===== src/hw/dcache_cfg_pkg.sv =====
// data cache geometry, 2 ways x 16 sets x 16-byte lines
// address field types and field extraction helpers
package dcache_cfg_pkg;

  localparam int WAY_NUM        = 2;
  localparam int SET_NUM        = 16;
  localparam int LINE_WORDS     = 4;
  localparam int OFS_WIDTH      = $clog2(LINE_WORDS * 4);
  localparam int IDX_WIDTH      = $clog2(SET_NUM);
  localparam int TAG_WIDTH      = 32 - IDX_WIDTH - OFS_WIDTH;
  localparam int WORD_SEL_WIDTH = $clog2(LINE_WORDS);

  typedef logic [31:0]                  paddr_t;
  typedef logic [31:0]                  word_t;
  typedef logic [TAG_WIDTH-1:0]         tag_t;
  typedef logic [IDX_WIDTH-1:0]         idx_t;
  typedef logic [LINE_WORDS-1:0][31:0]  line_t;
  typedef logic [$clog2(WAY_NUM)-1:0]   way_t;

  // address field slices
  function automatic tag_t tag_of(paddr_t addr);
    return addr[31 -: TAG_WIDTH];
  endfunction

  function automatic idx_t idx_of(paddr_t addr);
    return addr[OFS_WIDTH +: IDX_WIDTH];
  endfunction

  function automatic logic [WORD_SEL_WIDTH-1:0] word_of(paddr_t addr);
    return addr[2 +: WORD_SEL_WIDTH];
  endfunction

endpackage


===== src/hw/dcache_bus_pkg.sv =====
// core-side and memory-side transfer types of the data cache
// plus the miss engine state encoding
package dcache_bus_pkg;

  typedef enum logic {
    LOAD,
    STORE
  } mem_op_e;

  typedef enum logic [1:0] {
    SIZE_B,
    SIZE_H,
    SIZE_W
  } access_size_e;

  typedef struct packed {
    mem_op_e                op;
    access_size_e           size;
    logic                   is_unsigned;
    dcache_cfg_pkg::paddr_t addr;
    dcache_cfg_pkg::word_t  wdata;
  } core_req_t;

  typedef struct packed {
    dcache_cfg_pkg::word_t rdata;
    logic                  err;
  } core_rsp_t;

  // cache to memory, AXI-style channels without id or len
  typedef struct packed {
    logic                   aw_valid;
    dcache_cfg_pkg::paddr_t aw_addr;
    logic                   w_valid;
    dcache_cfg_pkg::word_t  w_data;
    logic                   w_last;
    logic                   b_ready;
    logic                   ar_valid;
    dcache_cfg_pkg::paddr_t ar_addr;
    logic                   r_ready;
  } mem_req_t;

  typedef struct packed {
    logic                  aw_ready;
    logic                  w_ready;
    logic                  b_valid;
    logic                  ar_ready;
    logic                  r_valid;
    dcache_cfg_pkg::word_t r_data;
    logic                  r_last;
  } mem_rsp_t;

  typedef enum logic [2:0] {
    IDLE,
    WB_ADDR,
    WB_DATA,
    WB_RESP,
    RD_ADDR,
    RD_DATA
  } miss_state_e;

endpackage


===== src/hw/dcache_lookup_pipe.sv =====
`timescale 1ns/10ps
// request acceptance, alignment check and stage-1 hit/miss handling
module dcache_lookup_pipe (
  input  logic                      clk,
  input  logic                      rst_n,
  input  logic                      req_valid_i,
  input  dcache_bus_pkg::core_req_t req_i,
  output logic                      req_ready_o,
  output logic                      rsp_valid_o,
  output dcache_bus_pkg::core_rsp_t rsp_o,
  input  logic                      hit_i,
  input  dcache_cfg_pkg::way_t      hit_way_i,
  input  dcache_cfg_pkg::way_t      victim_way_i,
  input  logic                      victim_dirty_i,
  input  logic                      victim_valid_i,
  input  dcache_cfg_pkg::line_t     line_i,
  input  logic                      refill_done_i,
  output dcache_cfg_pkg::paddr_t    lookup_addr_o,
  output logic                      lookup_valid_o,
  output logic                      store_en_o,
  output logic [3:0]                store_be_o,
  output dcache_cfg_pkg::word_t     store_data_o,
  output logic                      miss_start_o
);
  import dcache_cfg_pkg::*;
  import dcache_bus_pkg::*;

  logic      s1_valid;
  logic      s1_err;
  core_req_t s1_req;
  logic      miss_busy_q;
  logic      misaligned;
  logic      s1_lookup;
  logic      s1_miss;
  logic      s1_hit;
  logic [1:0] byte_ofs;
  word_t     hit_word;
  word_t     shifted;

  // ====================
  // stage 0: alignment
  always_comb begin
    case (req_i.size)
      SIZE_H:  misaligned = req_i.addr[0];
      SIZE_W:  misaligned = |req_i.addr[1:0];
      default: misaligned = 1'b0;
    endcase
  end

  always_ff @(posedge clk or negedge rst_n) begin
    if (!rst_n) begin
      s1_valid    <= 1'b0;
      s1_err      <= 1'b0;
      miss_busy_q <= 1'b0;
    end else begin
      if (req_ready_o) begin
        s1_valid <= req_valid_i;
        s1_err   <= misaligned;
      end
      if (miss_start_o) begin
        miss_busy_q <= 1'b1;
      end else if (refill_done_i) begin
        miss_busy_q <= 1'b0;
      end
    end
  end

  always_ff @(posedge clk) begin
    if (req_ready_o && req_valid_i) begin
      s1_req <= req_i;
    end
  end

  // ====================
  // stage 1: hit or miss
  assign s1_lookup = s1_valid && !s1_err;
  assign s1_hit    = hit_i;
  assign s1_miss   = s1_lookup && !s1_hit;

  assign req_ready_o    = !s1_miss;
  assign miss_start_o   = s1_miss && !miss_busy_q;
  assign lookup_addr_o  = s1_req.addr;
  assign lookup_valid_o = s1_lookup;

  assign byte_ofs = s1_req.addr[1:0];

  // store lanes
  assign store_en_o = s1_lookup && s1_hit && (s1_req.op == STORE);
  always_comb begin
    case (s1_req.size)
      SIZE_B: begin
        store_be_o   = 4'b0001 << byte_ofs;
        store_data_o = {4{s1_req.wdata[7:0]}};
      end
      SIZE_H: begin
        store_be_o   = 4'b0011 << byte_ofs;
        store_data_o = {2{s1_req.wdata[15:0]}};
      end
      default: begin
        store_be_o   = 4'b1111;
        store_data_o = s1_req.wdata;
      end
    endcase
  end

  // load extraction and extension
  assign hit_word = line_i[word_of(s1_req.addr)];
  assign shifted  = hit_word >> {byte_ofs, 3'b000};

  always_comb begin
    rsp_o.err = s1_err;
    case (s1_req.size)
      SIZE_B:  rsp_o.rdata = {{24{!s1_req.is_unsigned && shifted[7]}}, shifted[7:0]};
      SIZE_H:  rsp_o.rdata = {{16{!s1_req.is_unsigned && shifted[15]}}, shifted[15:0]};
      default: rsp_o.rdata = hit_word;
    endcase
    if (s1_err) begin
      rsp_o.rdata = '0;
    end
  end

  assign rsp_valid_o = s1_valid && (s1_err || s1_hit);

endmodule


===== config.mk =====
export PLATFORM = sky130hd
export DESIGN_NAME = dcache_lookup_pipe
export DESIGN_NICKNAME = d
export VERILOG_FILES = /design/src/hw/dcache_cfg_pkg.sv /design/src/hw/dcache_bus_pkg.sv /design/src/hw/dcache_lookup_pipe.sv
export SDC_FILE = /design/constraint.sdc
export NUM_CORES = 1
export LEC_CHECK = 0
export ABC_AREA = 0
export BUFFER_PORTS_ARGS = -buffer_cell sky130_fd_sc_hd__buf_2
export CELL_PAD_IN_SITES_DETAIL_PLACEMENT = 1
export CELL_PAD_IN_SITES_GLOBAL_PLACEMENT = 2
export CORE_MARGIN = 2
export CORE_UTILIZATION = 24
export CTS_CLUSTER_SIZE = 25
export DETAILED_ROUTE_END_ITERATION = 12
export GPL_ROUTABILITY_DRIVEN = 0
export PLACE_DENSITY = 0.83
export SLEW_MARGIN = 25
export SYNTH_ARGS = -nofsm -noshare
export SYNTH_HDL_FRONTEND = slang
export SYNTH_SLANG_ARGS = --single-unit

===== constraint.sdc =====
create_clock -name clk -period 3.5 [get_ports clk]
set_clock_uncertainty 0.1 [all_clocks]
set_input_delay 1.05 -clock clk [delete_from_list [all_inputs] [get_ports clk]]
set_output_delay 1.05 -clock clk [all_outputs]
set_load 0.05 [all_outputs]

# ---- Yosys cells after proc, flatten, opt, wreduce, memory -nomap -nowiden
# Index checks and enable logic that the tools add are counted.
# Widths: inputs -> output; s select.
dict set report classes {
  magnitude_cmp 1
  eq_ne 3
  n_shift 3
  reduce_logical 18
  n_mux 9
}
# cell count
set op_table {}
lappend op_table {{$pmux 32 s2} 2}
lappend op_table {{$bmux 32 s2} 1}
lappend op_table {{$mux 32} 2}
lappend op_table {{$shr 32x5->16} 1}
lappend op_table {{$logic_and 1x1->1} 9}
lappend op_table {{$pmux 4 s2} 1}
lappend op_table {{$logic_not 1->1} 5}
lappend op_table {{$eq 2x1->1 const B} 2}
lappend op_table {{$shl 1x2->4 const A} 1}
lappend op_table {{$shl 2x2->4 const A} 1}
lappend op_table {{$lt 2x3->1 const B} 1}
lappend op_table {{$eq 2x2->1 const B} 1}
lappend op_table {{$logic_not 2->1} 1}
lappend op_table {{$mux 1} 2}
lappend op_table {{$pmux 1 s2} 1}
lappend op_table {{$reduce_bool 2->1} 1}
lappend op_table {{$reduce_or 2->1} 1}
lappend op_table {{$logic_or 1x1->1} 1}
dict set report word_totals {
  inputBits 205
  elab_cells 42
  reg_bits 71
  out_inout_bits 106
}

# ---- Depth between registers and ports, before layout
dict set report logic_depth {
  word_depth 6
  ltp_mapped 8
  mapped_depth_nobuf 5
}

# ---- Worst setup path before layout
# Ideal clock, no wire load.
dict set report synth_timing {
  kind {input to output}
  from {input line_i[127] in the netlist's numbering}
  to {output rsp_o[14] in the netlist's numbering}
  n_path_buf 0
  path_stages 5
  path_slack_ns -0.963
  t_required_ns 2.350
  t_arrival_ns 3.313
  path_cell_list {mux2i_1 -> mux4_2 -> o32ai_2 -> nand2_2 -> a311oi_1}
}
# item line_no
set synth_lines {}
lappend synth_lines {{start, declared} dcache_lookup_pipe.sv:16} ;# input dcache_cfg_pkg::line_t line_i,
lappend synth_lines {{end, declared} dcache_lookup_pipe.sv:10} ;# output dcache_bus_pkg::core_rsp_t rsp_o,

==> flow_summary.yaml <==
outcome:
  status: "complete, but fails checks"
  failed_checks: "negative setup slack"
floorplanning:
  initial_core_util_pct: 24.6
  die_x_um: 140
  core_mm2: 0.0180
  num_rows: 49
  die_area_mm2: 0.0196
  num_io_pins: 311
  fp.dieH_um: 140
logic_synthesis:
  yosysWarnings: 0
  seq_area_frac_synth_pct: 47.8
  syn_area_mm2: 0.00443
  postSynthNetCount: 553
  synth_cell_types: 41
  yosys_register_bits: 71
  syn_inst: 346
  avgSynthCellArea_um2: 12.8
sta:
  finalSetupTns_ns: -6.41
  slew_headroom_pct: 65.7
  drv_slew: 0
  max_slew.worst_pin.slew_ns: 0.511
  fmax_ghz: 0.262
  setup_viol: 29
  setup_ws_ns: -0.316
  finalHoldViolCount: 0
  period_share_pct: 109
  rsz0062_at_grt: "true"
  period_needed_ns: 3.82
placed_design:
  place_area_mm2: 0.00654
  dpl.cell_count: 856
  dpl.hpwl_um: 14400
  portBuffers: 306
routing:
  via_per_inst: 4.71
  vias: 4210
  drc_errors: 0
  routed_wl_um: 18000
  wl_per_cell_um: 20.1
  firstDrtPassIters: 4
  drt-initial-drc-count: 102
  drtAntennaViolNets: 0
grt:
  grt_pass1_wl_um: 26700
  gr-usage-all-layers_pct: 17.7
  grt_pass1_vias: 4766
  overflow: 0
  antenna_found_initial: 3
  grt_max_degree: 55
critical_path:
  crit_type: "in -> out"
  cp_data_arrival_time_ns: 2.67
  crit_fanout: 8
  endpoint_kind: "output pin"
  critical_path_required_ns: 2.35
  cp-start-kind: "primary input"
clock_tree:
  insertion_delay_ns: 0.33
  clock_sinks: 71
  cts_root_buf: "clkbuf_16"
  htreeDepth: 3
  postCtsHoldBufs: 0
  cts_buffers: 9
  cts_tree: "yes"
  cts_buffer_depth: 2
  path_clk_slew_ns: 0.06
power:
  design_power_total_w: 0.00320
  power_density_mw_per_mm2: 425
  peakVddDrop_uv: 325
  p_leak_nw: 3.29
cells_and_area:
  fin_area_mm2: 0.00753
  utilization_pct: 41.8
  areaGrowthSynthToFinish_pct: 70.0
  fin_cells: 893
  final_nets: 863
  drive_above_1_share_pct: 73.7
min_path:
  hold_class: "reg -> reg"
flow_run:
  cap_violations: 0
[placed cells by master, fill, tap and decap left out, types with 12 or more instances in the layout]
| cell type | synthesis | final |
|---|---|---|
| buf_2 | 4 | 250 |
| edfxtp_1 | 68 | 68 |
| buf_4 | 44 | 49 |
| buf_6 | 4 | 37 |
| nand2_1 | 44 | 31 |
| mux4_2 | 29 | 29 |
| mux2_2 | 25 | 20 |
| nor2_1 | 20 | 17 |
| buf_12 | 0 | 13 |
| mux2i_1 | 18 | 12 |
[through the flow]
stage | worst slack [ns] | hold WS [ns]
final | -0.316 | 0.378
after global routing | -0.384 | 0.390
after CTS | -0.313 | 0.380
after detailed placement | -0.536 | 0.371
after global placement | -0.464 | 0.364
after floorplan | -0.407 | 0.352
[cell type report]
class / count / area [um^2]
fill: 1996 / 10500
timing repair buffer: 361 / 2490
multi-input combinational: 207 / 2330
sequential: 71 / 2120
tap: 229 / 287
clock buffer: 10 / 229
clock inverter: 6 / 45.0
inverter: 6 / 26.3
antenna: 3 / 7.51
[sequential cells by signal, indices dropped and copies added, names as in the netlist]
| register | cells |
|---|---|
| lookup_addr_o | 32 |
| miss_busy_q | 1 |
| s1_err | 1 |
| s1_req | 36 |
| s1_valid | 1 |
[critical path, stage by stage]
cell and delay [ns]:
buf_6 0.07, mux2i_1 0.07, mux4_2 0.56, o32ai_4 0.26, a22oi_2 0.18, buf_12 0.21
o41ai_4 0.05, buf_6 0.21
[power breakdown]
| part | leakage, nW | internal (W) | switching [W] |
|---|---|---|---|
| clock | 0.126 | 0.000483 | 0.000361 |
| combinational | 2.48 | 0.000536 | 0.000791 |
| sequential | 0.687 | 0.000998 | 0.0000293 |
| total | 3.29 | 0.00202 | 0.00118 |
[per-layer routing]
layer / wire length (um) / GRT usage (%)
met1: 6170 / 17.7
met2: 9830 / 34.3
met3: 1700 / 6.33
met4: 282 / 5.00
met5: 0 / 0
[Yosys cell counts]
master    instances  area (um^2)
o22ai_1           5         31.3
a222oi_1          3         30.0
ha_1              2         25.0
and3_1            1         6.26
nand2b_1          2         12.5
or3_1             1         6.26
buf_4            44          330
buf_2             4         20.0
edfxtp_1         68         2040
inv_1             4         15.0
nor3_1            4         20.0
buf_6             4         45.0
a221oi_1          1         8.76
nand2_2           3         18.8
o32ai_2           2         32.5
and2_1            2         12.5
a211oi_1          9         67.6
mux4_2           29          653
nor3b_1           1         7.51
clkbuf_1          8         30.0
nor2b_1           3         18.8
a22oi_1           2         15.0
a21oi_1           5         25.0
mux2_2           25          282
o21ai_0          13         65.1
o21a_1            1         7.51
o221ai_1          1         8.76
o211a_1           1         10.0
nor4_1            1         6.26
clkinv_1          2         7.51
a311oi_1          2         17.5
nor2_1           20         75.1
o31ai_1           1         7.51
mux2i_1          18          180
a22oi_2           1         12.5
dfrtp_1           3         75.1
o211ai_1          1         7.51
a31oi_1           2         12.5
nand2_1          44          165
buf_1             2         7.51
o41ai_1           1         8.76
[worst paths after layout]
path,from,end,slack [ns],cells past startpoint
hold reg to reg,miss_busy_q$_DFFE_PN0P_,miss_busy_q$_DFFE_PN0P_,0.38,1
setup / recovery,line_i[127],rsp_o[32],-0.32,8
setup reg to reg,s1_err$_DFFE_PN0N_,s1_req[11]$_DFFE_PP_,1.25,6
max in group asynchronous,rst_n,s1_err$_DFFE_PN0N_,2.78,1
hold / removal,miss_busy_q$_DFFE_PN0P_,miss_busy_q$_DFFE_PN0P_,0.38,1
min in group asynchronous,rst_n,s1_valid$_DFFE_PN0N_,0.41,1
[logic make-up (layout without fill, tap and decap cells)]
family,count (synthesis),count (layout),share of synthesized area (%)
AND/OR/NAND/NOR,82,82,7.88
flip-flops,71,71,47.8
multiplexers,72,72,25.2
buffers and inverters,68,383,10.3
adder cells (fa/ha/maj),2,2,0.565
AO/OA/AOI/OAI,51,51,8.31
other,0,3,0
[repair_timing]
item / 4_1_cts / 5_1_grt
pin swaps: 13 / 14
resized for setup: 96 / 31
endpoints found under the hold margin: 0 / 0
setup endpoints to repair: 32 / 40
gates cloned: 1 / 0
buffers inserted: 7 / 14
Note: power is estimated with default switching activity, not from simulation.
