## config.mk

```make
export PLATFORM = sky130hd
export DESIGN_NAME = dcache_miss_engine
export DESIGN_NICKNAME = d
export VERILOG_FILES = /design/src/hw/dcache_cfg_pkg.sv /design/src/hw/dcache_bus_pkg.sv /design/src/hw/dcache_miss_engine.sv
export SDC_FILE = /design/constraint.sdc
export NUM_CORES = 1
export LEC_CHECK = 0
export BUFFER_PORTS_ARGS = -buffer_cell sky130_fd_sc_hd__buf_2
export CAP_MARGIN = 0
export CELL_PAD_IN_SITES_DETAIL_PLACEMENT = 1
export CELL_PAD_IN_SITES_GLOBAL_PLACEMENT = 2
export CORE_AREA = 2 2 178 180
export DETAILED_ROUTE_END_ITERATION = 16
export DIE_AREA = 0 0 180 182
export MAX_ROUTING_LAYER = met4
export PLACE_DENSITY_LB_ADDON = 0.1
export RECOVER_POWER = 100
export SYNTH_ARGS = -nofsm -noshare
export SYNTH_HDL_FRONTEND = slang
export SYNTH_SLANG_ARGS = --single-unit
```

## constraint.sdc

```tcl
create_clock -name clk -period 5.8 [get_ports clk]
set_clock_uncertainty 0.2 [all_clocks]
set_input_delay 0.29 -clock clk [delete_from_list [all_inputs] [get_ports clk]]
set_output_delay 0.29 -clock clk [all_outputs]
set_load 0.01 [all_outputs]
```

## src/hw/dcache_cfg_pkg.sv

```systemverilog
// data cache geometry, 2 ways x 16 sets x 16-byte lines
// address field types and field extraction helpers
package dcache_cfg_pkg;

  localparam int WAY_NUM        = 2;
  localparam int SET_NUM        = 16;
  localparam int LINE_WORDS     = 4;
  localparam int OFS_WIDTH      = $clog2(LINE_WORDS * 4);
  localparam int IDX_WIDTH      = $clog2(SET_NUM);
  localparam int TAG_WIDTH      = 32 - IDX_WIDTH - OFS_WIDTH;
  localparam int WORD_SEL_WIDTH = $clog2(LINE_WORDS);

  typedef logic [31:0]                  paddr_t;
  typedef logic [31:0]                  word_t;
  typedef logic [TAG_WIDTH-1:0]         tag_t;
  typedef logic [IDX_WIDTH-1:0]         idx_t;
  typedef logic [LINE_WORDS-1:0][31:0]  line_t;
  typedef logic [$clog2(WAY_NUM)-1:0]   way_t;

  // address field slices
  function automatic tag_t tag_of(paddr_t addr);
    return addr[31 -: TAG_WIDTH];
  endfunction

  function automatic idx_t idx_of(paddr_t addr);
    return addr[OFS_WIDTH +: IDX_WIDTH];
  endfunction

  function automatic logic [WORD_SEL_WIDTH-1:0] word_of(paddr_t addr);
    return addr[2 +: WORD_SEL_WIDTH];
  endfunction

endpackage

```

## src/hw/dcache_bus_pkg.sv

```systemverilog
// core-side and memory-side transfer types of the data cache
// plus the miss engine state encoding
package dcache_bus_pkg;

  typedef enum logic {
    LOAD,
    STORE
  } mem_op_e;

  typedef enum logic [1:0] {
    SIZE_B,
    SIZE_H,
    SIZE_W
  } access_size_e;

  typedef struct packed {
    mem_op_e                op;
    access_size_e           size;
    logic                   is_unsigned;
    dcache_cfg_pkg::paddr_t addr;
    dcache_cfg_pkg::word_t  wdata;
  } core_req_t;

  typedef struct packed {
    dcache_cfg_pkg::word_t rdata;
    logic                  err;
  } core_rsp_t;

  // cache to memory, AXI-style channels without id or len
  typedef struct packed {
    logic                   aw_valid;
    dcache_cfg_pkg::paddr_t aw_addr;
    logic                   w_valid;
    dcache_cfg_pkg::word_t  w_data;
    logic                   w_last;
    logic                   b_ready;
    logic                   ar_valid;
    dcache_cfg_pkg::paddr_t ar_addr;
    logic                   r_ready;
  } mem_req_t;

  typedef struct packed {
    logic                  aw_ready;
    logic                  w_ready;
    logic                  b_valid;
    logic                  ar_ready;
    logic                  r_valid;
    dcache_cfg_pkg::word_t r_data;
    logic                  r_last;
  } mem_rsp_t;

  typedef enum logic [2:0] {
    IDLE,
    WB_ADDR,
    WB_DATA,
    WB_RESP,
    RD_ADDR,
    RD_DATA
  } miss_state_e;

endpackage

```

## src/hw/dcache_miss_engine.sv

```systemverilog
`timescale 1ns/10ps
// miss handling FSM: dirty victim write-back burst, then line refill burst
module dcache_miss_engine (
  input  logic                     clk,
  input  logic                     rst_n,
  input  logic                     miss_start_i,
  input  dcache_cfg_pkg::paddr_t   miss_addr_i,
  input  dcache_cfg_pkg::way_t     victim_way_i,
  input  dcache_cfg_pkg::tag_t     victim_tag_i,
  input  logic                     victim_dirty_i,
  input  logic                     victim_valid_i,
  input  dcache_cfg_pkg::line_t    victim_line_i,
  input  dcache_bus_pkg::mem_rsp_t mem_rsp_i,
  output dcache_bus_pkg::mem_req_t mem_req_o,
  output logic                     refill_en_o,
  output dcache_cfg_pkg::way_t     refill_way_o,
  output dcache_cfg_pkg::line_t    refill_line_o,
  output logic                     refill_done_o
);
  import dcache_cfg_pkg::*;
  import dcache_bus_pkg::*;

  localparam logic [WORD_SEL_WIDTH-1:0] LAST_BEAT = WORD_SEL_WIDTH'(LINE_WORDS - 1);

  miss_state_e               state_q;
  logic [WORD_SEL_WIDTH-1:0] beat_q;
  way_t                      way_q;
  paddr_t                    wb_addr_q;
  paddr_t                    rd_addr_q;
  line_t                     rd_buf_q;
  logic                      w_fire;
  logic                      r_fire;

  assign w_fire = (state_q == WB_DATA) && mem_rsp_i.w_ready;
  assign r_fire = (state_q == RD_DATA) && mem_rsp_i.r_valid;

  // ====================
  // state and beat count
  always_ff @(posedge clk or negedge rst_n) begin
    if (!rst_n) begin
      state_q <= IDLE;
      beat_q  <= '0;
    end else begin
      case (state_q)
        IDLE: begin
          beat_q <= '0;
          if (miss_start_i) begin
            state_q <= (victim_valid_i && victim_dirty_i) ? WB_ADDR : RD_ADDR;
          end
        end
        WB_ADDR: if (mem_rsp_i.aw_ready) state_q <= WB_DATA;
        WB_DATA: begin
          if (w_fire) begin
            beat_q <= beat_q + 1'b1;
            if (beat_q == LAST_BEAT) begin
              state_q <= WB_RESP;
            end
          end
        end
        WB_RESP: if (mem_rsp_i.b_valid) state_q <= RD_ADDR;
        RD_ADDR: if (mem_rsp_i.ar_ready) state_q <= RD_DATA;
        RD_DATA: begin
          if (r_fire) begin
            beat_q <= beat_q + 1'b1;
            if (mem_rsp_i.r_last) begin
              state_q <= IDLE;
            end
          end
        end
        default: state_q <= IDLE;
      endcase
    end
  end

  // victim and line addresses, captured at miss start
  always_ff @(posedge clk) begin
    if (state_q == IDLE && miss_start_i) begin
      way_q     <= victim_way_i;
      wb_addr_q <= {victim_tag_i, idx_of(miss_addr_i), {OFS_WIDTH{1'b0}}};
      rd_addr_q <= {miss_addr_i[31:OFS_WIDTH], {OFS_WIDTH{1'b0}}};
    end
    if (r_fire) begin
      rd_buf_q[beat_q] <= mem_rsp_i.r_data;
    end
  end

  // ====================
  // bus drive
  always_comb begin
    mem_req_o          = '0;
    mem_req_o.aw_valid = (state_q == WB_ADDR);
    mem_req_o.aw_addr  = wb_addr_q;
    mem_req_o.w_valid  = (state_q == WB_DATA);
    mem_req_o.w_data   = victim_line_i[beat_q];
    mem_req_o.w_last   = (state_q == WB_DATA) && (beat_q == LAST_BEAT);
    mem_req_o.b_ready  = (state_q == WB_RESP);
    mem_req_o.ar_valid = (state_q == RD_ADDR);
    mem_req_o.ar_addr  = rd_addr_q;
    mem_req_o.r_ready  = (state_q == RD_DATA);
  end

  // last beat goes straight into the line write
  always_comb begin
    refill_line_o         = rd_buf_q;
    refill_line_o[beat_q] = mem_rsp_i.r_data;
  end

  assign refill_en_o   = r_fire && mem_rsp_i.r_last;
  assign refill_done_o = refill_en_o;
  assign refill_way_o  = way_q;

endmodule

```

### Word level (Yosys, flattened, before mapping)

Index checks and enable logic that the tools add are counted.

| word-level totals | value |
|---|---|
| bits in registers | 190 |
| output and inout bits | 233 |

| cells by class | value |
|---|---|
| add/sub/neg operators | 1 |
| $lt $le $gt $ge | 2 |
| equality and inequality tests | 14 |
| multiplexer cells | 18 |
| reductions and logical operators | 11 |

Operators with widths:

| cell | count |
|---|---|
| 128-bit bitwise mux | 1 |
| 32-bit binary-select mux with 2-bit select | 1 |
| 32-bit demux with 2-bit select | 1 |
| 32-bit 2-to-1 mux | 2 |
| 3-bit 2-to-1 mux | 9 |
| 3-bit one-hot mux with 6 select lines | 1 |
| 2-bit != test (second input constant) | 5 |
| 8-bit AND reduction | 1 |
| 1-bit logical AND | 7 |
| 3-bit by 2-bit == test with 1-bit output (second input constant) | 2 |
| 3-bit == test (second input constant) | 2 |
| 2-bit by 1-bit != test with 1-bit output (second input constant) | 3 |
| 2-bit one-hot mux with 3 select lines | 1 |
| 2-bit 2-to-1 mux | 2 |
| 3-bit by 1-bit == test with 1-bit output (second input constant) | 1 |
| 3-bit zero test | 1 |
| 2-bit by 3-bit < comparator with 1-bit output (second input constant) | 1 |
| 3-bit AND reduction | 1 |
| 3-bit nonzero test | 1 |
| 2-bit by 1-bit adder with 2-bit output (second input constant) | 1 |
| 2-bit == test (second input constant) | 1 |
| 2-bit by 1-bit >= comparator with 1-bit output (second input constant) | 1 |

### Longest topological paths before layout

| logic depth | value |
|---|---|
| word-level depth | 5 |
| depth in mapped cells | 7 |
| gate-level depth less buffers | 5 |

### Worst setup path before layout

No wires, ideal clock.

| path | value |
|---|---|
| path kind | reg2out |
| from | reg state_q[0] |
| to | out refill_en_o |
| arrival time | 4.329 ns |
| required time | 5.310 ns |
| path slack | 0.981 ns |
| stages on the path, launching flop included | 6 |
| buffers on the path | 2 |
| cells stage by stage | dfrtp_1 -> buf_6 -> nor2b_1 -> and3_1 -> and2_1 -> buf_4 |

| between the ends | value |
|---|---|
| longest elaborated chain between the ends | 3 |

RTL lines:

| element | RTL line | source |
|---|---|---|
| from (decl) | dcache_miss_engine.sv:25 | `miss_state_e state_q;` |
| from (signal assigned) | dcache_miss_engine.sv:48 | `state_q <= (victim_valid_i && victim_dirty_i) ? WB_ADDR : RD_ADDR;` |
| 3-bit == test | dcache_miss_engine.sv:35 | `assign r_fire = (state_q == RD_DATA) && mem_rsp_i.r_valid;` |
| 1-bit logical AND | dcache_miss_engine.sv:35 |  |
| named net r_fire | dcache_miss_engine.sv:32 | `logic r_fire;` |
| 1-bit logical AND | dcache_miss_engine.sv:108 | `assign refill_en_o = r_fire && mem_rsp_i.r_last;` |
| to (decl) | dcache_miss_engine.sv:15 | `output logic refill_en_o,` |

The timed path passes the listed nets, and every way through them passes these cells.

==> out/qor.txt <==
post-synth cell types - 31
Top Family by Delay on Critical Path - adder cells
via count of the first global-routing pass - 6604
YS warnings - 0
sequential-to-total area share from yosys stat - 66.90%
number of fill cells in the layout - 3414
failing checks - max-capacitance violations, max-slew violations
nets@finish - 1174
router iterations before antenna repair - 4
worst hold start - mem_rsp_i[25]
largest net degree at the start of global routing - 54
CP required - 5310 ps
CTS Buf Count - 17
P per Cell Area - 441.0 nW/um^2
slowest CP cell - ha_1
Yosys top cell area share - 65.39%
Worst Setup End Kind - output port
Hold Path Stages - 2
iteration-0 DRC count of the detailed router - 184
post-cts repair resize count - 0
Hold Slack - 18.70 ps
antenna-violating nets left - 0
Area contributors post-synth - edfxtp_1 65%, mux2_2 17%, mux4_2 8.7%
FFs w/ async S/R, synth - 2.688%
DP Area - 10900 sq um
Crit Path Max Fanout - 34
I/O pin count - 461
Syn Inst Count - 441
# rows - 65
worst r2r src - state_q[0]$_DFFE_PN0P_
CP Class - register to output port
Core Box Area - 30990 sq um
Hold Crit Class - input port to register
TritonCTS clock tree - done
setup violators final - 0
H-tree Lvls - 4
R2R Setup Slk - 1680 ps
Clock Path Buffers - 2
sum of negative setup slack - 0 ps
Sink Count - 186
Layout area overhead - 42.22%
CP Data Arrival Time - 3740 ps
initial antenna violation count - 3
first-pass GRT wire length - 42480 um
Leakage - 4.305 nW
final number of hold-violating endpoints - 0
Vias/cell - 4.493
RSZ-0062 raised after global routing - false
DRT Wirelength - 29190 um
Avg Cell Area, Syn - 18.85 sq um
area occupied by multi-input gates - 2525 sq um
clock insertion delay at the later pin of the skew report - 430 ps
Crit path buffers/inverters - 2
Post-synth EDFFs - 181
post-DP HPWL - 22000 um
drt wl/cell - 21.49 um
Min Clock Period, post-route - 4228 ps
storage element area - 5562 sq um
Cell Area, Synth - 8312 sq um
most frequent cell after synthesis - edfxtp_1
Worst-path clk slew - 80 ps
post-route cell area - 11820 sq um
Synth top cells by count - 181 x edfxtp_1, 128 x mux2_2, 32 x mux4_2
Least-Margin Pin Slew - 2868 ps
Synth area leader - edfxtp_1
Initial Util - 26.82%
hold endpoint - rd_buf_q[24]$_DFFE_PP_
worst reg2reg endpoint - rd_buf_q[50]$_DFFE_PP_
die area - 32760 sq um
Max stage delay on crit path - 1730 ps
crit start category - register
ys flop type - edfxtp_1
Slew Viols, Final - 228
maximum vdd drop - 0.2014 mV
GRT overflow - 0
Slew headroom - -91.17%
overall power - 5.213 mW
Root Buffer - clkbuf_16
PortBufs - 448
Final period util - 72.90%
vias - 6101
Max Clk Rate - 236.5 MHz
Seq cells post-synth - 186
DRC Markers - 0
Die Y - 182 um
Final GP Congestion - 0.8700
crit-path cells - buf_4 > ha_1 > mux2_2 > clkbuf_1
outcome - complete, but fails checks
r2r worst-path depth - 3
share of cells above drive strength 1 - 34.76%
Max Cap Viol - 6
die width - 180 um
GRT Overall Usage - 17.99%
## how the worst max path moves through the flow
stage	start	end	depth (start not counted)
3_5_place_dp	beat_q[0]$_DFFE_PN0P_	state_q[0]$_DFFE_PN0P_	6
2_1_floorplan	state_q[0]$_DFFE_PN0P_	refill_en_o	5
4_1_cts	beat_q[0]$_DFFE_PN0P_	refill_line_o[96]	4
3_3_place_gp	beat_q[0]$_DFFE_PN0P_	state_q[0]$_DFFE_PN0P_	6
6_report	beat_q[0]$_DFFE_PN0P_	refill_line_o[40]	4
5_1_grt	beat_q[0]$_DFFE_PN0P_	refill_line_o[98]	4
## power by group
part           internal [mW]  switching, mW  leakage, nW
clock network          0.608          0.548        0.279
registers               1.84         0.0944         1.72
logic                  0.834           1.29         2.31
total                   3.28           1.93         4.31
## logic make-up after synthesis
| group | Yosys count | share of synthesized area, % |
|---|---|---|
| buffers and inverters | 46 | 3.041 |
| other | 1 | 0.04512 |
| DFF | 186 | 66.90 |
| AOI/OAI and AO/OA | 16 | 1.325 |
| and+or+nand+nor | 25 | 1.716 |
| adders and majority gates | 4 | 0.6022 |
| muxes | 163 | 26.37 |
## sequential cells by signal, summed over array words and instances, names as in the netlist
signal,flops
beat_q,2
rd_addr_q,28
rd_buf_q,128
refill_way_o,1
state_q,3
wb_addr_q,24
## cell usage in the layout, fill, tap and decap left out, drive strengths merged
master,count
clkbuf,241
buf,229
edfxtp,181
mux2,128
dlygate4sd3,63
mux4,32
inv,11
conb,8
nor2,5
and3,5
dfrtp,5
clkinv,5
a21oi,4
ha,4
nand2b,3
and2,3
a211oi,3
mux2i,3
clkinvlp,3
nor2b,2
nor3,2
a31oi,2
o21ai,2
nand2,2
o211ai,2
diode,1
a32o,1
a2111o,1
nor4b,1
o31ai,1
and4b,1
nor4,1
bufinv,1
## metal layers
metal	global-route usage, %	vias to the layer above	routed length (um)
li1	-	2758	-
met1	18.07	3042	10430
met2	33.26	263	16130
met3	5.415	38	1918
met4	5.756	0	714
met5	-	-	0
## what timing repair did
action	in CTS	in global routing
setup buffers	0	0
hold buffers	63	0
endpoints found under the hold margin	72	0
## through the flow
| step | setup slack, ps | instances | utilization, % |
|---|---|---|---|
| 6_report | 1572 | 1358 | 38.15 |
| 5_1_grt | 1219 | 1358 | 38.15 |
| 3_5_place_dp | 2433 | 1262 | 35.19 |
| 3_3_place_gp | 2493 | 1262 | 35.19 |
| 2_1_floorplan | 980.5 | 448 | - |
| 4_1_cts | 2155 | 1357 | 39.11 |
## layout make-up
class                           instances  area share, %
Sequential cell                       186          47.05
Clock inverter                         15          1.344
Antenna cell                            1        0.02117
Tap cell                              402          4.255
Clock buffer                           17          3.599
Multi-Input combinational cell        216          21.36
Timing Repair Buffer                  516          22.22
Inverter                                5         0.1588
Note: power is estimated with default switching activity, not from simulation.
