==> config.mk <==
export PLATFORM = sky130hd
export DESIGN_NAME = dcache_tag_array
export DESIGN_NICKNAME = d
export VERILOG_FILES = /design/src/hw/dcache_cfg_pkg.sv /design/src/hw/dcache_tag_array.sv
export SDC_FILE = /design/constraint.sdc
export NUM_CORES = 1
export LEC_CHECK = 0
export BUFFER_PORTS_ARGS = -buffer_cell sky130_fd_sc_hd__buf_2
export CORE_MARGIN = 3
export CORE_UTILIZATION = 40
export CTS_CLUSTER_DIAMETER = 80
export DETAILED_ROUTE_END_ITERATION = 8
export GPL_TIMING_DRIVEN = 1
export SLEW_MARGIN = 0
export SYNTH_ARGS = -nofsm -noshare
export SYNTH_HDL_FRONTEND = slang
export SYNTH_SLANG_ARGS = --single-unit
==> constraint.sdc <==
create_clock -name clk -period 4.9 [get_ports clk]
set_clock_uncertainty 0.05 [all_clocks]
set_input_delay 0.245 -clock clk [delete_from_list [all_inputs] [get_ports clk]]
set_output_delay 0.245 -clock clk [all_outputs]
set_load 0.02 [all_outputs]
==> src/hw/dcache_cfg_pkg.sv <==
// data cache geometry, 2 ways x 16 sets x 16-byte lines
// address field types and field extraction helpers
package dcache_cfg_pkg;

  localparam int WAY_NUM        = 2;
  localparam int SET_NUM        = 16;
  localparam int LINE_WORDS     = 4;
  localparam int OFS_WIDTH      = $clog2(LINE_WORDS * 4);
  localparam int IDX_WIDTH      = $clog2(SET_NUM);
  localparam int TAG_WIDTH      = 32 - IDX_WIDTH - OFS_WIDTH;
  localparam int WORD_SEL_WIDTH = $clog2(LINE_WORDS);

  typedef logic [31:0]                  paddr_t;
  typedef logic [31:0]                  word_t;
  typedef logic [TAG_WIDTH-1:0]         tag_t;
  typedef logic [IDX_WIDTH-1:0]         idx_t;
  typedef logic [LINE_WORDS-1:0][31:0]  line_t;
  typedef logic [$clog2(WAY_NUM)-1:0]   way_t;

  // address field slices
  function automatic tag_t tag_of(paddr_t addr);
    return addr[31 -: TAG_WIDTH];
  endfunction

  function automatic idx_t idx_of(paddr_t addr);
    return addr[OFS_WIDTH +: IDX_WIDTH];
  endfunction

  function automatic logic [WORD_SEL_WIDTH-1:0] word_of(paddr_t addr);
    return addr[2 +: WORD_SEL_WIDTH];
  endfunction

endpackage

==> src/hw/dcache_tag_array.sv <==
`timescale 1ns/10ps
// tag, valid and dirty storage per way and set, with PLRU victim choice
module dcache_tag_array (
  input  logic                   clk,
  input  logic                   rst_n,
  input  dcache_cfg_pkg::paddr_t lookup_addr_i,
  input  logic                   lookup_valid_i,
  input  logic                   store_en_i,
  input  logic                   refill_en_i,
  input  dcache_cfg_pkg::way_t   refill_way_i,
  output logic                   hit_o,
  output dcache_cfg_pkg::way_t   hit_way_o,
  output dcache_cfg_pkg::way_t   victim_way_o,
  output dcache_cfg_pkg::tag_t   victim_tag_o,
  output logic                   victim_valid_o,
  output logic                   victim_dirty_o
);
  import dcache_cfg_pkg::*;

  tag_t                            tag_q [WAY_NUM][SET_NUM];
  logic [WAY_NUM-1:0][SET_NUM-1:0] valid_q;
  logic [WAY_NUM-1:0][SET_NUM-1:0] dirty_q;
  logic [SET_NUM-1:0]              plru_q;
  logic [WAY_NUM-1:0]              match;
  idx_t                            idx;
  tag_t                            tag;

  assign idx = idx_of(lookup_addr_i);
  assign tag = tag_of(lookup_addr_i);

  // ====================
  // tag compare
  always_comb begin
    hit_way_o = '0;
    for (int w = 0; w < WAY_NUM; w++) begin
      match[w] = valid_q[w][idx] && (tag_q[w][idx] == tag);
      if (match[w]) begin
        hit_way_o = way_t'(w);
      end
    end
  end

  assign hit_o = |match;

  // plru bit names the way to replace
  assign victim_way_o   = way_t'(plru_q[idx]);
  assign victim_tag_o   = tag_q[victim_way_o][idx];
  assign victim_valid_o = valid_q[victim_way_o][idx];
  assign victim_dirty_o = dirty_q[victim_way_o][idx];

  always_ff @(posedge clk) begin
    if (refill_en_i) begin
      tag_q[refill_way_i][idx] <= tag;
    end
  end

  // ====================
  // line state and plru
  always_ff @(posedge clk or negedge rst_n) begin
    if (!rst_n) begin
      valid_q <= '0;
      dirty_q <= '0;
      plru_q  <= '0;
    end else begin
      if (refill_en_i) begin
        valid_q[refill_way_i][idx] <= 1'b1;
        dirty_q[refill_way_i][idx] <= 1'b0;
      end else if (store_en_i) begin
        dirty_q[hit_way_o][idx] <= 1'b1;
      end
      // point at the way not just used
      if (lookup_valid_i && hit_o) begin
        plru_q[idx] <= (hit_way_o == '0);
      end
    end
  end

endmodule

Word level (Yosys, flattened, before mapping)
Memories as Yosys holds them, arrays and structs flattened.
Index checks and enable logic that the tools add are counted.
W data, S select, Z words.
{ "totals": {"mem_bits_rw": 768, "regBits": 80, "in_bits": 38, "mem_count": 1, "latchBits": 0, "mem_bits_ro": 0} }
{ "op_classes": {"n_shift": 0, "mul": 0, "n_bitwise": 6, "addsub": 0, "div": 0, "reduce_logical": 9, "n_eq_ne": 2, "magnitude_cmp": 9, "mux": 37} }
{ "memory_table": {"columns": ["memory", "depth", "width", "rd", "rd_ports_with_merged_regs", "write_ports", "line_no", "source"], "rows": [
  ["tag_q", 2, 384, 3, 0, 1, "dcache_tag_array.sv:20", "tag_t tag_q [WAY_NUM][SET_NUM];"]
]} }
{ "op_table": {"columns": ["operator", "n"], "rows": [
  ["$mux W384", 1],
  ["$bmux W24 S4", 3],
  ["$mux W24", 7],
  ["$demux W24 S4", 1],
  ["$mux W16", 6],
  ["$mux W32", 2],
  ["$or A32 B32 Y32", 2],
  ["$eq A24 B24 Y1", 2],
  ["$and A32 B32 Y32", 1],
  ["$demux W16 S1", 2],
  ["$not A32 Y32", 1],
  ["$bmux W1 S4", 5],
  ["$bwmux W16", 1],
  ["$mux W1", 8],
  ["$logic_and A1 B1 Y1", 7],
  ["$lt A1 B2 Y1 const B", 3],
  ["$ge A5 B5 Y1 const B", 1],
  ["$lt A4 B5 Y1 const B", 1],
  ["$lt A5 B1 Y1 const B", 1],
  ["$not A4 Y5", 1],
  ["$demux W1 S4", 1],
  ["$ge A4 B1 Y1 const B", 1],
  ["$ge A1 B1 Y1 const B", 2],
  ["$reduce_bool A2 Y1", 1],
  ["other kinds (2)", 2]
]} }

Logic depth before layout (Yosys ltp)
Gate-level depths: netlist of run 1.
{ "logic_depth": {"depth_word": 14, "ltp_mapped": 16, "depth_no_buf": 8} }

Least setup slack after synthesis of run 1
Ideal clock, no wire load.
{ "synth_timing": {"path_type": "input to output", "from": "input lookup_addr_i[5]", "to": "output victim_tag_o[15]", "arrival_ps": 3224, "stages": 15, "n_path_buf": 9, "path_slack_ps": 1381, "path_cell_list": "buf_6 > buf_6 > buf_8 > buf_6 > buf_6 > buf_4 > mux4_2 > nand2_1 > and3_1 > a21oi_1 > buf_2 > buf_2 > clkbuf_1 > a21oi_1 > a21oi_1"} }
{ "synth_between": {"elab_chain_cells": 6, "word_cells_on_any_way": 7, "classes_between": "mux (5); bitwise (1); memory (1)"} }
{ "synth_lines": {"columns": ["item", "line_no", "source"], "rows": [
  ["from (decl)", "dcache_tag_array.sv:6", "input dcache_cfg_pkg::paddr_t lookup_addr_i,"],
  ["$bmux W1 S4", "dcache_tag_array.sv:46", "assign victim_way_o = way_t'(plru_q[idx]);"],
  ["$mux W1 (not written as such)", "dcache_tag_array.sv:46", null],
  ["named net victim_way_o", "dcache_tag_array.sv:13", "output dcache_cfg_pkg::way_t victim_way_o,"],
  ["$mem_v2 Z2 W384", null, null],
  ["$bmux W24 S4", "dcache_tag_array.sv:47", "assign victim_tag_o = tag_q[victim_way_o][idx];"],
  ["$mux W24 (not written as such) (2 in a row)", "dcache_tag_array.sv:47", null],
  ["to (decl)", "dcache_tag_array.sv:14", "output dcache_cfg_pkg::tag_t victim_tag_o,"]
]} }
The timed path passes the listed nets, and every way through them passes these cells. The select of a mux whose other input is x is not followed.

Worst setup path after layout of run 1
{ "layout_timing": {"from": "input lookup_addr_i[4]", "to": "output hit_o"} }
{ "layout_between": {"elab_chain_cells": 7, "word_cells_on_any_way": 16, "classes_between": "eq/ne (2); mux (10); bitwise (1); reduce/logical (3)"} }
{ "layout_lines": {"columns": ["item", "line_no", "source"], "rows": [
  ["$not A4 Y5 (not written as such)", "dcache_tag_array.sv:36", "match[w] = valid_q[w][idx] && (tag_q[w][idx] == tag);"],
  ["$bmux W24 S4", "dcache_tag_array.sv:36", null],
  ["$mux W24 (not written as such) (2 in a row)", "dcache_tag_array.sv:36", null],
  ["$eq A24 B24 Y1", "dcache_tag_array.sv:36", null],
  ["$logic_and A1 B1 Y1", "dcache_tag_array.sv:36", null],
  ["$reduce_or A2 Y1 (*)", "dcache_tag_array.sv:43", "assign hit_o = |match;"],
  ["to (decl)", "dcache_tag_array.sv:11", "output logic hit_o,"]
]} }
Every way passes the cells marked *; elsewhere a longest branch is shown, timed or not. The select of a mux whose other input is x is not followed.

==> key figures, run 1 <==
Finish
  • Syn-to-layout area delta: 14.33%
  • Register area: 25060 sq um
  • Fin nets: 2190
  • Design area: 41040 sq um
  • Area taken by multi-input logic gates: 10210 sq um
  • Non-filler cells, final: 3391
  • FILL cells: 7540
  • Share of cells above drive strength 1: 28.37%

Critical path
  • Critical path launch point type: input port
  • CP required: 4.61 ns
  • Reg2reg start: tag_q[1][130]$_DFFE_PP_
  • Critical Setup Path Class: in2out
  • Crit path max fanout: 28
  • CP endpoint kind: output port
  • Crit path arrival time: 4.10 ns
  • Crit. Startpoint: lookup_addr_i[4]

Worst hold path
  • Hold path start: lookup_addr_i[21]
  • Min-delay worst type: in2reg

STA
  • Worst-margin pin slew: 1.330 ns
  • F_max: 227.6 MHz
  • Final min period: 4.394 ns
  • Slew Viols, Final: 0
  • Hold Fails Final Rpt: 0
  • Final setup violation count: 0
  • Final period util: 89.67%
  • Hold_ws: 0.07495 ns
  • Setup TNS: 0 ns
  • Max-slew headroom: 11.22%
  • RSZ-0062 raised after global routing: no

Clocking
  • Reg clk slew, reported paths: 0.06 ns
  • Clk buf depth: 3
  • Clock buffer count from CTS: 90
  • Post-CTS setup buffer count: 0
  • CTS tree: built
  • Clock sinks: 848
  • H-tree depth: 3
  • Worst-Skew Late Latency: 0.65 ns
  • Root buffer cell: clkbuf_16

Global route
  • Grt ovf: 0
  • Vias in the first global route: 20340
  • Initial antenna violation count: 6
  • Largest net degree at the start of global routing: 81
  • First-pass GRT wire length: 147.7 mm
  • Total GRT Usage: 21.98%

Floorplan
  • Die Ht: 305.6 um
  • Top Ports: 67
  • Row count: 109
  • Die W: 305.6 um
  • Initial Util: 40.49%
  • Core footprint: 88650 sq um
  • Die area: 93370 sq um

Run
  • Max-Cap Viols: 0

Detailed routing
  • Wire per inst: 30.50 um
  • Antenna viol nets, final: 0
  • # DRC: 0
  • Vias per cell: 6.017
  • 1st-iter DRT viols: 2369
  • DRT Pass-1 Iters: 6
  • WL final: 103.4 mm
  • Via count: 20400

Pwr
  • Worst VDD drop: 0.0003002 V
  • Leak Pwr: 13.75 nW
  • PwrDens: 396.8 nW/um^2

Synth
  • Post-synthesis cell count: 2019
  • Register area share after synthesis: 69.82%
  • Mapped Area: 35900 sq um
  • Post-synth ARST share: 9.434%
  • Cell taking the most area after synthesis: edfxtp_1
  • Mapped Avg Cell Area: 17.78 sq um
  • Post-synth EDFFs: 768
  • Synth unique cells: 72
  • Synth top area share: 64.25%
  • Commonest cells post-synth: edfxtp_1, mux4_2, mux2i_1
  • Count leader, synth: edfxtp_1
  • Syn Nets: 2057
  • Largest cells by area after synthesis: edfxtp_1, mux4_2, dfrtp_1, mux2i_1, mux2_2
  • YS warnings: 0
  • Synth Flop Type: edfxtp_1
  • Synthesized flop and latch total: 848

Run status
  • Status: complete, no violations

Place
  • Post-DP HPWL: 64.80 mm
  • Dpl cells: 3222
  • RD Place Congestion: 0.8785
  • Dpl cell area: 38060 sq um
  • Input/output buffers: 62
==> per-stage QoR <==
step	worst slack [ns]	utilization, %	total power [mW]
finish	0.5061	46.30	16.29
global route	0.3577	46.29	16.76
CTS	0.5113	46.29	16.37
detailed placement	0.4157	42.93	9.619
global placement	0.5345	42.93	9.582
floorplan	1.381	-	9.044
==> what timing repair did <==
action,in CTS,in global routing
endpoints found under the hold margin,89,0
hold buffers,3,0
resized for setup,0,0
==> logic make-up after synthesis <==
| family | share of synthesized area [%] |
|---|---|
| xor gates and xnor gates | 0.9760 |
| muxes | 17.00 |
| and+or+nand+nor | 4.333 |
| DFF | 69.82 |
| buffers and inverters | 2.450 |
| AOI/OAI and AO/OA | 5.420 |
==> cell type report <==
| cell class | count | share of cell area [%] |
|---|---|---|
| antenna | 2 | 0.01219 |
| clock buffer | 104 | 5.792 |
| clock inverter | 60 | 1.399 |
| inverter | 35 | 0.3262 |
| multi-input combinational | 1010 | 24.88 |
| sequential | 848 | 61.07 |
| tap | 1165 | 3.552 |
| timing repair buffer | 167 | 2.966 |
==> layout by cell type (no fill, tap or decap), drive strengths merged, types with 8 or more instances in the layout <==
cell	n
a211oi	20
a21oi	15
a221oi	14
a22o	8
a22oi	25
and3	8
buf	163
bufinv	9
clkbuf	105
clkinv	36
clkinvlp	9
dfrtp	80
edfxtp	768
inv	41
mux2	71
mux2i	145
mux4	171
nand2	78
nand2b	8
nand4	9
nor2	71
nor2b	18
nor3	29
nor4	26
o21ai	70
o22ai	49
o31ai	19
or2	35
xnor2	26
xor2	14
==> where the power goes <==
part	switching, mW	leakage [nW]	internal [mW]
Clock	2.82	1.43	3.96
Sequential	0.0628	7.84	8.06
Combinational	0.873	4.48	0.499
Total	3.76	13.8	12.5
==> sequential cells by signal, summed over array words and instances (netlist names) <==
signal,flops
plru_q,16
valid_q,32
dirty_q,32
tag_q,768
==> critical path: stages <==
cell	delay, ns
buf_4	0.49
buf_12	0.26
mux4_2	0.51
mux2i_1	0.35
mux2_2	0.38
a31oi_1	0.42
o211ai_1	0.39
a2111oi_2	0.32
buf_4	0.22
nand2_1	0.15
nand2_1	0.13
buf_2	0.17
==> per-layer routing <==
layer	track usage, %	vias to the layer above	routed length [um]
li1	-	8451	-
met1	29.62	10770	41850
met2	34.58	1008	48370
met5	0	-	12
met4	6.694	2	3056
met3	6.623	177	10150
==> final timing paths <==
check | to | slack (ns) | depth (start not counted)
worst max-delay path | hit_o | 0.51 | 12
worst min-delay path | tag_q[1][301]$_DFFE_PP_ | 0.07 | 1
worst max register to register | plru_q[13]$_DFFE_PN0P_ | 0.84 | 8
worst min register to register | valid_q[14]$_DFFE_PN0P_ | 0.41 | 1
max in group asynchronous | valid_q[23]$_DFFE_PN0P_ | 3.86 | 2
min in group asynchronous | dirty_q[13]$_DFFE_PN0P_ | 0.29 | 2
Note: power is estimated with default switching activity, not from simulation.
==> run 2: changes to the inputs <==
--- a/config.mk
+++ b/config.mk
@@ -6,8 +6,9 @@
 export NUM_CORES = 1
 export LEC_CHECK = 0
 export BUFFER_PORTS_ARGS = -buffer_cell sky130_fd_sc_hd__buf_2
+export CORE_ASPECT_RATIO = 2
 export CORE_MARGIN = 3
-export CORE_UTILIZATION = 40
+export CORE_UTILIZATION = 45
 export CTS_CLUSTER_DIAMETER = 80
 export DETAILED_ROUTE_END_ITERATION = 8
 export GPL_TIMING_DRIVEN = 1
==> run 2 against run 1 <==
Maximum frequency fell by 2.3%. Sequential share of layout area rose by 0.54 points. Via count rose by 1.3%. Global-route usage rose by 4.9 points. Critical path depth unchanged. Non-clock buffer count up 38. Wire length up 7.5%. Worst hold slack gained 0.0011 ns. First-iteration DRC count rose by 3.2%. Critical path type unchanged. Critical endpoint unchanged. Largest cell class unchanged.
==> key figures, run 2 (synthesis results as in run 1) <==
Floorplan
  • Initial Util: 45.70%
  • Die Ht: 405.4 um
  • Die W: 205.7 um
  • Top Ports: 67
  • Die area: 83400 sq um
  • Row count: 145
  • Core footprint: 78560 sq um

Critical path
  • Crit path max fanout: 63
  • Slowest cell on crit path: nor4_1
  • CP required: 4.61 ns
  • Critical path launch point type: input port
  • CP peak stage delay: 0.77 ns
  • CP Cell Sequence: clkbuf_8 > buf_12 > mux2_2 > o22ai_1 > nor3_1 > nor4_1 > nand4_1 > a2111oi_2 > buf_4 > nand2_1 > nand2_1 > buf_2
  • Crit path arrival time: 4.20 ns
  • Most used cell, CP: nand2_1
  • CP endpoint kind: output port
  • Critical Setup Path Class: in2out

STA
  • Final period util: 91.82%
  • Final min period: 4.499 ns
  • Worst-margin pin slew: 1.213 ns
  • Final setup violation count: 0
  • F_max: 222.3 MHz
  • Hold_ws: 0.07609 ns
  • Hold Fails Final Rpt: 0
  • RSZ-0062 raised after global routing: no
  • Max-slew headroom: 19.16%
  • Setup TNS: 0 ns
  • Setup WS post-layout: 0.4009 ns
  • Slew Viols, Final: 0

Clocking
  • Clock buffer count from CTS: 72
  • Reg clk slew, reported paths: 0.07 ns
  • Root buffer cell: clkbuf_16
  • H-tree depth: 3
  • CTS tree: built
  • Clock sinks: 848
  • Post-CTS setup buffer count: 0
  • Clk buf depth: 3
  • Worst-Skew Late Latency: 0.65 ns

Global route
  • First-pass GRT wire length: 156.4 mm
  • Grt ovf: 0
  • Total GRT Usage: 26.92%
  • Largest net degree at the start of global routing: 81
  • Initial antenna violation count: 8
  • Vias in the first global route: 20970

Detailed routing
  • Antenna viol nets, final: 0
  • 1st-iter DRT viols: 2445
  • DRT Pass-1 Iters: 5
  • WL final: 111.2 mm
  • Vias per cell: 6.329
  • # DRC: 0
  • Via count: 20670
  • Wire per inst: 34.05 um

Finish
  • Max reg flops: 768
  • Non-filler cells, final: 3266
  • Highest-count cells in the layout ignoring fill and taps: edfxtp_1, mux4_2, mux2i_1
  • Share of cells above drive strength 1: 28.97%
  • Fin nets: 2210
  • Top Registers: tag_q: 768 flops, dirty_q: 32 flops, valid_q: 32 flops
  • Commonest non-fill, non-tap cell in the layout: edfxtp_1
  • FILL cells: 6300
  • Syn-to-layout area delta: 13.33%
  • Design area: 40680 sq um
  • Biggest register: tag_q

Pwr
  • Net Sw Power: 3.599 mW
  • Share of power burned in registers: 52.4%
  • Leak Pwr: 13.71 nW
  • Sw Ratio: 23.24%
  • Clk pwr share: 38.5%
  • Worst VDD drop: 0.0002510 V
  • Pint: 11.89 mW
  • Comb pwr share: 9.1%
  • PwrDens: 380.7 nW/um^2

Place
  • Dpl cell area: 38220 sq um
  • Input/output buffers: 62
  • RD Place Congestion: 0.9242
  • Dpl cells: 3124
  • Setup slack after placement: 0.4000 ns
  • Post-DP HPWL: 73.33 mm

Run
  • Max-Cap Viols: 0

Run status
  • Status: complete, no violations

Worst hold path
  • Min-delay worst type: in2reg
==> run 2: cell count changes in the layout (fill, tap and decap cells not counted), sizes merged <==
cell,change
buf,+38
clkbuf,-14
clkinv,-11
diode,+5
clkinvlp,-4
inv,-2
bufinv,-1
==> run 2: area by class of cell <==
type / count / area, sq um / share of cell area, %
antenna: 7 / 17.52 / 0.04306
clock buffer: 90 / 1976 / 4.857
tap: 1029 / 1287 / 3.165
clock inverter: 42 / 436.7 / 1.073
timing repair buffer: 205 / 1553 / 3.817
inverter: 35 / 133.9 / 0.3291
sequential: 848 / 25060 / 61.61
multi-input combinational: 1010 / 10210 / 25.10
==> run 2: layer usage <==
layer	vias to the layer above	track usage (%)	part of all wire [%]
li1	8483	-	-
met1	10940	33.10	36
met2	994	46.20	51
met3	252	4.331	7.2
met4	4	13.00	5.9
met5	-	0	0.024
==> run 2: repair_timing <==
action / 4_1_cts / 5_1_grt
hold buffers: 3 / 0
setup endpoints to repair: 0 / 0
endpoints found under the hold margin: 91 / 0
resized for setup: 0 / 0
==> run 2: final timing paths <==
kind / start / cells after the start / end / slack (ns)
max in group asynchronous: rst_n / 2 / valid_q[29]$_DFFE_PN0P_ / 3.74
min in group asynchronous: rst_n / 2 / valid_q[27]$_DFFE_PN0P_ / 0.36
worst max register to register: tag_q[1][150]$_DFFE_PP_ / 9 / dirty_q[29]$_DFFE_PN0P_ / 1.15
worst min register to register: valid_q[31]$_DFFE_PN0P_ / 1 / valid_q[31]$_DFFE_PN0P_ / 0.41
worst max-delay path: lookup_addr_i[7] / 12 / hit_o / 0.40
worst min-delay path: lookup_addr_i[16] / 1 / tag_q[0][296]$_DFFE_PP_ / 0.08
==> run 2: stage by stage <==
stage | util, % | power [mW]
finish | 51.78 | 15.49
global route | 51.77 | 15.91
CTS | 51.76 | 15.56
detailed placement | 48.65 | 9.676
global placement | 48.65 | 9.644
floorplan | - | 9.044
==> run 2: critical path: cells and delay by family <==
kind	cells	cell delay, ns
AND/OR/NAND/NOR	5	1.41
AO/OA/AOI/OAI	2	0.82
multiplexers	1	0.38
buffers and inverters	4	1.23
==> run 2: power by group through the flow <==
stage | logic [mW] | registers, mW | clock network, mW
final | 1.41 | 8.11 | 5.96
after global routing | 1.48 | 8.13 | 6.31
after CTS | 1.41 | 8.11 | 6.03
after detailed placement | 1.41 | 8.27 | 0
after global placement | 1.39 | 8.26 | 0
after floorplan | 0.797 | 8.25 | 0
==> run 3: changes to the inputs <==
--- a/config.mk
+++ b/config.mk
@@ -9,6 +9,7 @@
 export CORE_ASPECT_RATIO = 2
 export CORE_MARGIN = 3
 export CORE_UTILIZATION = 45
+export CTS_BUF_LIST = sky130_fd_sc_hd__clkbuf_8 sky130_fd_sc_hd__clkbuf_16
 export CTS_CLUSTER_DIAMETER = 80
 export DETAILED_ROUTE_END_ITERATION = 8
 export GPL_TIMING_DRIVEN = 1
==> run 3 against run 2 <==
Clock power hardly changed. Power is 0.19% lower. Sequential power hardly changed. Critical path depth stayed put. Combinational power hardly changed. Design area hardly changed. First-iteration DRC count is 0.41% lower. Via count hardly changed. Highest routed layer unchanged.
==> key figures, run 3 (synthesis results as in run 1) <==
Run status
  • Status: complete, no violations

Floorplan
  • Row count: 145
  • Die area: 83400 sq um
  • Die W: 205.7 um
  • Initial Util: 45.70%
  • Top Ports: 67
  • Core footprint: 78560 sq um
  • Die Ht: 405.4 um

Clocking
  • Post-CTS Resized: 0
  • CTS tree: built
  • Clk buf depth: 3
  • Hold Buf Count CTS: 3
  • Clock sinks: 848
  • Post-CTS setup buffer count: 0
  • Clock buffer count from CTS: 72
  • Root buffer cell: clkbuf_16
  • Reg clk slew, reported paths: 0.07 ns
  • Worst-Skew Late Latency: 0.65 ns
  • H-tree depth: 3

Finish
  • Biggest register: tag_q
  • Top Registers: tag_q: 768 flops, dirty_q: 32 flops, valid_q: 32 flops
  • Highest-count cells in the layout ignoring fill and taps: edfxtp_1, mux4_2, mux2i_1
  • Commonest non-fill, non-tap cell in the layout: edfxtp_1
  • Final core occ: 51.78%
  • Syn-to-layout area delta: 13.32%
  • Max reg flops: 768
  • Share of cells above drive strength 1: 28.97%
  • Fin nets: 2210

Detailed routing
  • Via count: 20690
  • Antenna viol nets, final: 0
  • # DRC: 0
  • WL final: 111.3 mm
  • Vias per cell: 6.335
  • Wire per inst: 34.08 um
  • 1st-iter DRT viols: 2435
  • DRT Pass-1 Iters: 8

Global route
  • First-pass GRT wire length: 156.4 mm
  • Vias in the first global route: 20970
  • Grt ovf: 0
  • Total GRT Usage: 26.92%
  • Largest net degree at the start of global routing: 81
  • Initial antenna violation count: 8

Critical path
  • Crit path max fanout: 63
  • Reg2reg setup slack: 1.16 ns
  • Reg2reg start: tag_q[1][184]$_DFFE_PP_
  • Critical path launch point type: input port
  • CP endpoint kind: output port
  • RR Endpoint: dirty_q[29]$_DFFE_PN0P_
  • Slowest cell on crit path: nor4_1
  • Most used cell, CP: nand2_1
  • CP required: 4.61 ns
  • R2R depth: 9
  • Critical Setup Path Class: in2out
  • Delay-heaviest family, CP: simple AND/OR/NAND/NOR gates
  • Buf+Inv Stages, Crit Path: 4
  • CP peak stage delay: 0.74 ns
  • Crit path arrival time: 4.18 ns
  • CP Cell Sequence: clkbuf_8 > buf_12 > mux2_2 > o22ai_1 > nor3_1 > nor4_1 > nand4_1 > a2111oi_2 > buf_4 > nand2_1 > nand2_1 > buf_2

Place
  • Post-DP HPWL: 73.33 mm
  • Input/output buffers: 62
  • RD Place Congestion: 0.9242

STA
  • F_max: 223.6 MHz
  • Final min period: 4.471 ns
  • Setup TNS: 0 ns
  • Worst-margin pin slew: 1.212 ns
  • Final setup violation count: 0
  • Hold Fails Final Rpt: 0
  • Slew Viols, Final: 0
  • RSZ-0062 raised after global routing: no
  • Max-slew headroom: 19.20%
  • Final period util: 91.25%

Pwr
  • Sw Ratio: 23.27%
  • Clk pwr share: 38.4%
  • Leak Pwr: 13.77 nW
  • Worst VDD drop: 0.0002496 V
  • PwrDens: 380.0 nW/um^2
  • Pint: 11.86 mW
  • Net Sw Power: 3.597 mW
  • Share of power burned in registers: 52.5%
  • Comb pwr share: 9.1%

Worst hold path
  • Min-delay worst type: in2reg
  • Worst Hold Depth: 1
  • Hold path start: lookup_addr_i[16]
  • Min-Delay Endpoint: tag_q[0][296]$_DFFE_PP_

Run
  • Max-Cap Viols: 0
-- run 3: through the flow --
stage               hold slack [ns]  setup slack, ns  cell area [sq um]  total power [mW]  cells
floorplan                   -0.1006            1.381              35900             9.044   2019
global placement             0.3949           0.4276              38220             9.644   3124
detailed placement           0.3991           0.4000              38220             9.676   3124
CTS                         0.02141           0.3700              40660             15.53   3259
global route                0.03785           0.3825              40670             15.89   3261
finish                      0.05997           0.4285              40680             15.46   3265
-- run 3: power by group through the flow --
stage | registers [mW] | logic (mW) | clock network, mW
after floorplan | 8.25 | 0.797 | 0
after global placement | 8.26 | 1.39 | 0
after detailed placement | 8.27 | 1.41 | 0
after CTS | 8.11 | 1.41 | 6.00
after global routing | 8.13 | 1.48 | 6.28
final | 8.11 | 1.41 | 5.93
-- run 3: layer usage --
metal | vias to the layer above | wire length, um | part of all wire (%) | GRT usage (%)
met5 | - | 27 | 0.024 | 0
met4 | 4 | 6448 | 5.8 | 13.00
li1 | 8480 | - | - | -
met2 | 985 | 56810 | 51 | 46.20
met1 | 10950 | 39950 | 36 | 33.10
met3 | 267 | 8029 | 7.2 | 4.331
-- run 3: cell type report --
cell class | instances | area, sq um
well taps | 1029 | 1287
repair buffers | 205 | 1553
multi-input cells | 1010 | 10210
diodes | 6 | 15.01
flip-flops and latches | 848 | 25060
clock buffers | 77 | 1927
inverters | 35 | 133.9
fillers | 6300 | 37880
clock inverters | 55 | 485.5
-- run 3: worst max path at each step --
stage                                        from          endpoint  slack, ns  cells after the start
after global routing             lookup_addr_i[7]             hit_o       0.38                     12
after CTS                 tag_q[0][191]$_DFFE_PP_             hit_o       0.37                     10
after detailed placement         lookup_addr_i[7]             hit_o       0.40                     12
final                            lookup_addr_i[7]             hit_o       0.43                     12
after global placement           lookup_addr_i[7]             hit_o       0.43                     12
after floorplan                  lookup_addr_i[5]  victim_tag_o[15]       1.38                     15
